**config.mk**
```make
export PLATFORM = sky130hd
export DESIGN_NAME = rmii_byte_packager
export DESIGN_NICKNAME = d
export VERILOG_FILES = /design/src/rmii_receive_pkg.sv /design/src/rmii_byte_packager.sv
export SDC_FILE = /design/constraint.sdc
export NUM_CORES = 1
export LEC_CHECK = 0
export BUFFER_PORTS_ARGS = -buffer_cell sky130_fd_sc_hd__buf_2
export CORE_MARGIN = 4
export CORE_UTILIZATION = 35
export DETAILED_ROUTE_END_ITERATION = 8
export PLACE_DENSITY = 0.6
export SKIP_CTS_REPAIR_TIMING = 1
export SLEW_MARGIN = 30
export SYNTH_ARGS = -nofsm -noshare
export SYNTH_HDL_FRONTEND = slang
export SYNTH_SLANG_ARGS = --single-unit
```
**constraint.sdc**
```tcl
create_clock -name clock -period 3.2 [get_ports clock]
set_clock_uncertainty 0.15 [all_clocks]
set_input_delay 0.16 -clock clock [delete_from_list [all_inputs] [get_ports clock]]
set_output_delay 0.16 -clock clock [all_outputs]
set_load 0.01 [all_outputs]
```
**src/rmii_receive_pkg.sv**
```systemverilog
/*
  Shared types and constants of the RMII receive port
  Symbol and byte types, CRC-32 constants, frame limits,
  buffer sizing and output credit sizing
*/
package rmii_receive_pkg;

    //////////////////////////////
    // Types
    //////////////////////////////

    typedef logic [1:0]  dibit_t;
    typedef logic [7:0]  byte_t;
    typedef logic [31:0] crc_t;

    //////////////////////////////
    // Frame format
    //////////////////////////////

    localparam byte_t PREAMBLE_BYTE = 8'h55;
    localparam byte_t SFD_BYTE      = 8'hD5;

    // Reflected CRC-32 as used by the Ethernet FCS
    localparam crc_t CRC_POLY    = 32'hEDB88320;
    localparam crc_t CRC_INIT    = 32'hFFFFFFFF;
    localparam crc_t FCS_RESIDUE = 32'hDEBB20E3;

    localparam int FCS_BYTES = 4;

    // Bytes after the delimiter, FCS included
    localparam int MIN_FRAME_BYTES = 64;

    //////////////////////////////
    // Frame store
    //////////////////////////////

    localparam int BUFFER_BYTES = 2048;

    typedef logic [$clog2(BUFFER_BYTES)-1:0] buffer_addr_t;

    // Credits held by the receiver after reset
    localparam int CREDIT_COUNT = 4;

    typedef logic [2:0] credit_t;

endpackage

```
**src/rmii_byte_packager.sv**
```systemverilog
/*
  RMII byte packager
  Collects receive dibits into bytes, least significant first,
  and reports the end of each frame with its error status
*/
`timescale 1ns/1ps

module rmii_byte_packager
    import rmii_receive_pkg::*;
(
    input  logic    clock,
    input  logic    reset,
    input  dibit_t  rmii_receive_data,
    input  logic    rmii_receive_data_enable,
    input  logic    rmii_receive_data_error,

    output byte_t   byte_data,
    output logic    byte_valid,
    output logic    frame_end,
    output logic    frame_error
);

logic           enable_previous;
logic           frame_start;
logic   [1:0]   dibit_count;
logic   [1:0]   dibit_index;
logic           error_seen;

assign frame_start = rmii_receive_data_enable && !enable_previous;

// Byte alignment restarts with every frame
assign dibit_index = frame_start ? 2'd0 : dibit_count;

always_ff @(posedge clock) begin
    if (reset) begin
        enable_previous <= 1'b0;
        dibit_count     <= 2'd0;
        error_seen      <= 1'b0;
        byte_valid      <= 1'b0;
        frame_end       <= 1'b0;
    end else begin
        enable_previous <= rmii_receive_data_enable;
        byte_valid      <= rmii_receive_data_enable && (dibit_index == 2'd3);
        frame_end       <= enable_previous && !rmii_receive_data_enable;
        if (rmii_receive_data_enable) begin
            dibit_count <= dibit_index + 2'd1;
            // Sticky for the whole frame
            error_seen  <= (error_seen && !frame_start) || rmii_receive_data_error;
        end
    end
end

// New dibits enter at the top, so the first one ends in bits 1:0
always_ff @(posedge clock) begin
    if (rmii_receive_data_enable) begin
        byte_data <= {rmii_receive_data, byte_data[7:2]};
    end
    frame_error <= error_seen;
end

endmodule

```
== After elaboration in Yosys (flattened, before gate mapping) ==
Cells that the tools add are included.
Widths: inputs -> output; s select.
Operators by class
  $add $sub $neg: 1
  equal/unequal tests: 1
  multiplexer cells: 1
  reductions and logical operators: 8
Operators with widths (count)
  $logic_and 1x1->1: 4
  $logic_not 1->1: 3
  $add 2x1->2 const B: 1
  $eq 2x2->1 const B: 1
  $mux 2: 1
  $logic_or 1x1->1: 1
Word-level totals
  register bits after elaboration: 15
  input bits: 6
  output and inout bits: 11
  logic and storage cells: 18

== Depth between registers and ports, before layout ==
  depth after elaboration: 5
  mapped depth: 5

== Worst setup path before layout ==
No wires, ideal clock.
  path type: register to register
  start point: register enable_previous
  end point: register dibit_count[1]
  setup time: 0.114 ns
  data arrival time: 1.028 ns
  required time: 2.936 ns
  setup slack: 1.908 ns
  cell stages (with the launch flop): 6
  path buffers: 0
  clock period less this slack: 1.292 ns
  path through: dfxtp_1 > nand2b_1 > and2_1 > ha_1 > mux2i_1 > nor2_1
On the way
  word-level cells in the longest chain between the ends: 4
Ends and longest elaborated chain
  start: declaration: RTL line rmii_byte_packager.sv:23  | logic enable_previous;
  start signal: assignment: RTL line rmii_byte_packager.sv:42  | enable_previous <= rmii_receive_data_enable;
  $logic_not 1->1: RTL line rmii_byte_packager.sv:29  | assign frame_start = rmii_receive_data_enable && !enable_previous;
  $logic_and 1x1->1: RTL line rmii_byte_packager.sv:29
  $mux 2: RTL line rmii_byte_packager.sv:32  | assign dibit_index = frame_start ? 2'd0 : dibit_count;
  $add 2x1->2: RTL line rmii_byte_packager.sv:46  | dibit_count <= dibit_index + 2'd1;
  end signal: assignment: RTL line rmii_byte_packager.sv:46
  end: declaration: RTL line rmii_byte_packager.sv:25  | logic [1:0] dibit_count;
No other way between the ends.
A chain may end at the register's enable or synchronous reset.

== Worst setup path after layout ==
Ends and elaborated chain as after synthesis.

==> reports/metrics.yaml <==
p_sw_share_pct: 21.5
layout_commonest_cell: "buf_2"
start_util_pct: 36.8
min_path_type: "in2reg"
drt_wl_total_um: 777
core_um2: 1300
fp-row-count: 13
numCtsBuffers: 3
crit_buf_inv: 0
power_mw: 0.351
crit_slowest_cell: "dfxtp_1"
final_cell_mix: "buf_2, edfxtp_1, dfxtp_1, dlygate4sd3_1"
track_usage_pct: 7.90
ctsHtreeMaxLevel: 1
run_status: "complete, no violations"
power_frac_comb_pct: 8.5
hold_start: "rmii_receive_data_enable"
slew_viol_final: 0
syn_avg_cell_area_um2: 16.5
die-area_um2: 2030
clkTransAtPathRegs_ps: 90
root_buffer: "clkbuf_4"
clock_latency_ps: 270
slew_headroom_pct: 80.5
synth_top_cell_area_share_pct: 50.1
p_int_mw: 0.276
die_y_um: 45
r2r_start: "enable_previous$_SDFF_PP0_"
die_x_um: 45
clockBufferDepth: 2
drc: 0
path_max_fanout: 3
worst_slew_pin_slew_ps: 292
cts_tree: "done"
crit_arrival_ps: 1440
powerDensity_nw_per_um2: 544
ys_seq_area_share_pct: 79.4
diodes: 0
r2r-end: "dibit_count[1]$_SDFFE_PP0P_"
grt_overflow: 0
synth.net_count: 36
rsz0062_at_grt: "no"
crit_cells: 5
reg2reg_slack_ps: 1780
syn_inst: 29
ys_ff_latch: 15
setup_violations: 0
slowest_delay_ps: 330
post-route-period-util_pct: 44.3
drive_above_1_share_pct: 37.7
gp_congestion: 0.625
setup_slack_ps: 1780
drt_iter0_drc: 2
critPathLaunch: "enable_previous$_SDFF_PP0_"
ir_drop_mv: 0.260
netlist_area_um2: 479
crit_chain: "nand2b_1, and2_1, ha_1, mux2i_1, nor2_1"
first_global_vias: 269
detail_route.first_pass.iterations: 2
dp_hpwl_um: 576
grt_max_degree: 16
yosysUniqueCellTypes: 14
portBuffers: 16
ant_nets: 0
whs_ps: 126
fmax_mhz: 705
grt_pass1_wl_um: 1130
fin_area_um2: 646
yosys.area.top_type: "edfxtp_1"
num-fill-cells: 137
yosys_warnings: 0
endpoint: "dibit_count[1]$_SDFFE_PP0P_"
crit_required_ps: 3220
maxCapViolCount: 0
placed_area_um2: 578
seqPwrFrac_pct: 62.4
antenna_found_initial: 0
p_sw_mw: 0.0755
p_leak_nw: 0.284
post-route-util_pct: 49.6
hold_violations: 0
min_period_ps: 1420
stdcell_count: 68
ys_top_cells_by_area: "edfxtp_1, dfxtp_1, and2_1"
rr_worst_depth: 5
wire_per_inst_um: 11.4
cp-start-kind: "register"
dpl_worst_slack_ps: 1680
vias_per_cell: 4.49
vias: 305
nets: 61
io_pins: 17
worstSetupPathType: "reg2reg"
finalSetupTns_ps: 0
p_clk_share_pct: 29.1
dp.cells: 60
area_growth_syn_to_layout_pct: 34.7
cp-end-kind: "register"
crit_family: "simple AND/OR/NAND/NOR gates"
clock_sinks: 15
-- power groups by stage --
stage               sequential [mW]  clock, mW  combinational [mW]
global route                  0.221      0.118              0.0326
global placement              0.223          0              0.0252
floorplan                     0.228          0             0.00653
CTS                           0.220      0.105              0.0265
finish                        0.219      0.102              0.0298
detailed placement            0.224          0              0.0265
-- flip-flops by register name (all words and copies together) (netlist names) --
register and flops:
byte_valid 1, frame_error 1, enable_previous 1, frame_end 1, error_seen 1, dibit_count 2, byte_data 8
-- routing by layer --
metal  global-route usage (%)  up-vias  share of wire [%]
met5                        0        -                  0
met4                     1.75        0                  0
met3                     5.18        0                9.5
met2                     11.9       11                 55
met1                     9.44      142                 36
li1                         -      152                  -
-- cell type report --
| class | count | area, µm² | area share (%) |
|---|---|---|---|
| well taps | 15 | 18.8 | 2.91 |
| multi-input cells | 14 | 98.8 | 15.3 |
| repair buffers | 20 | 120 | 18.6 |
| clock buffers | 3 | 22.5 | 3.49 |
| flip-flops and latches | 15 | 380 | 58.9 |
| clock inverters | 1 | 5.00 | 0.775 |
-- worst register-to-register path: stages (launching register included) --
cell and delay [ps]:
dfxtp_1 330, nand2b_1 170, and2_1 180, ha_1 290, mux2i_1 150, nor2_1 50
-- Yosys cell counts (all sizes together) --
master	number
edfxtp	8
dfxtp	7
and2	3
a31oi	1
and2b	1
ha	1
mux2i	1
nand2	1
nand2b	1
nor2	1
nor2b	1
nor3b	1
o21bai	1
o2bb2ai	1
-- kinds of logic after synthesis --
family	after synthesis	share of synthesized area, %
flops	15	79.4
simple gates	9	11.2
compound gates	3	4.70
mux	1	2.09
fa+ha+maj	1	2.61
-- worst min-delay path by stage --
| stage | to | slack [ps] | cells past startpoint |
|---|---|---|---|
| after global routing | byte_data[2]$_DFFE_PP_ | 130 | 1 |
| after detailed placement | frame_error$_DFF_P_ | 190 | 0 |
| after floorplan | dibit_count[1]$_SDFFE_PP0P_ | 80 | 1 |
| after global placement | frame_error$_DFF_P_ | 180 | 0 |
| final | error_seen$_SDFFE_PP0P_ | 130 | 3 |
| after CTS | byte_data[6]$_DFFE_PP_ | -100 | 1 |
Power figures use the tool's default switching activity.
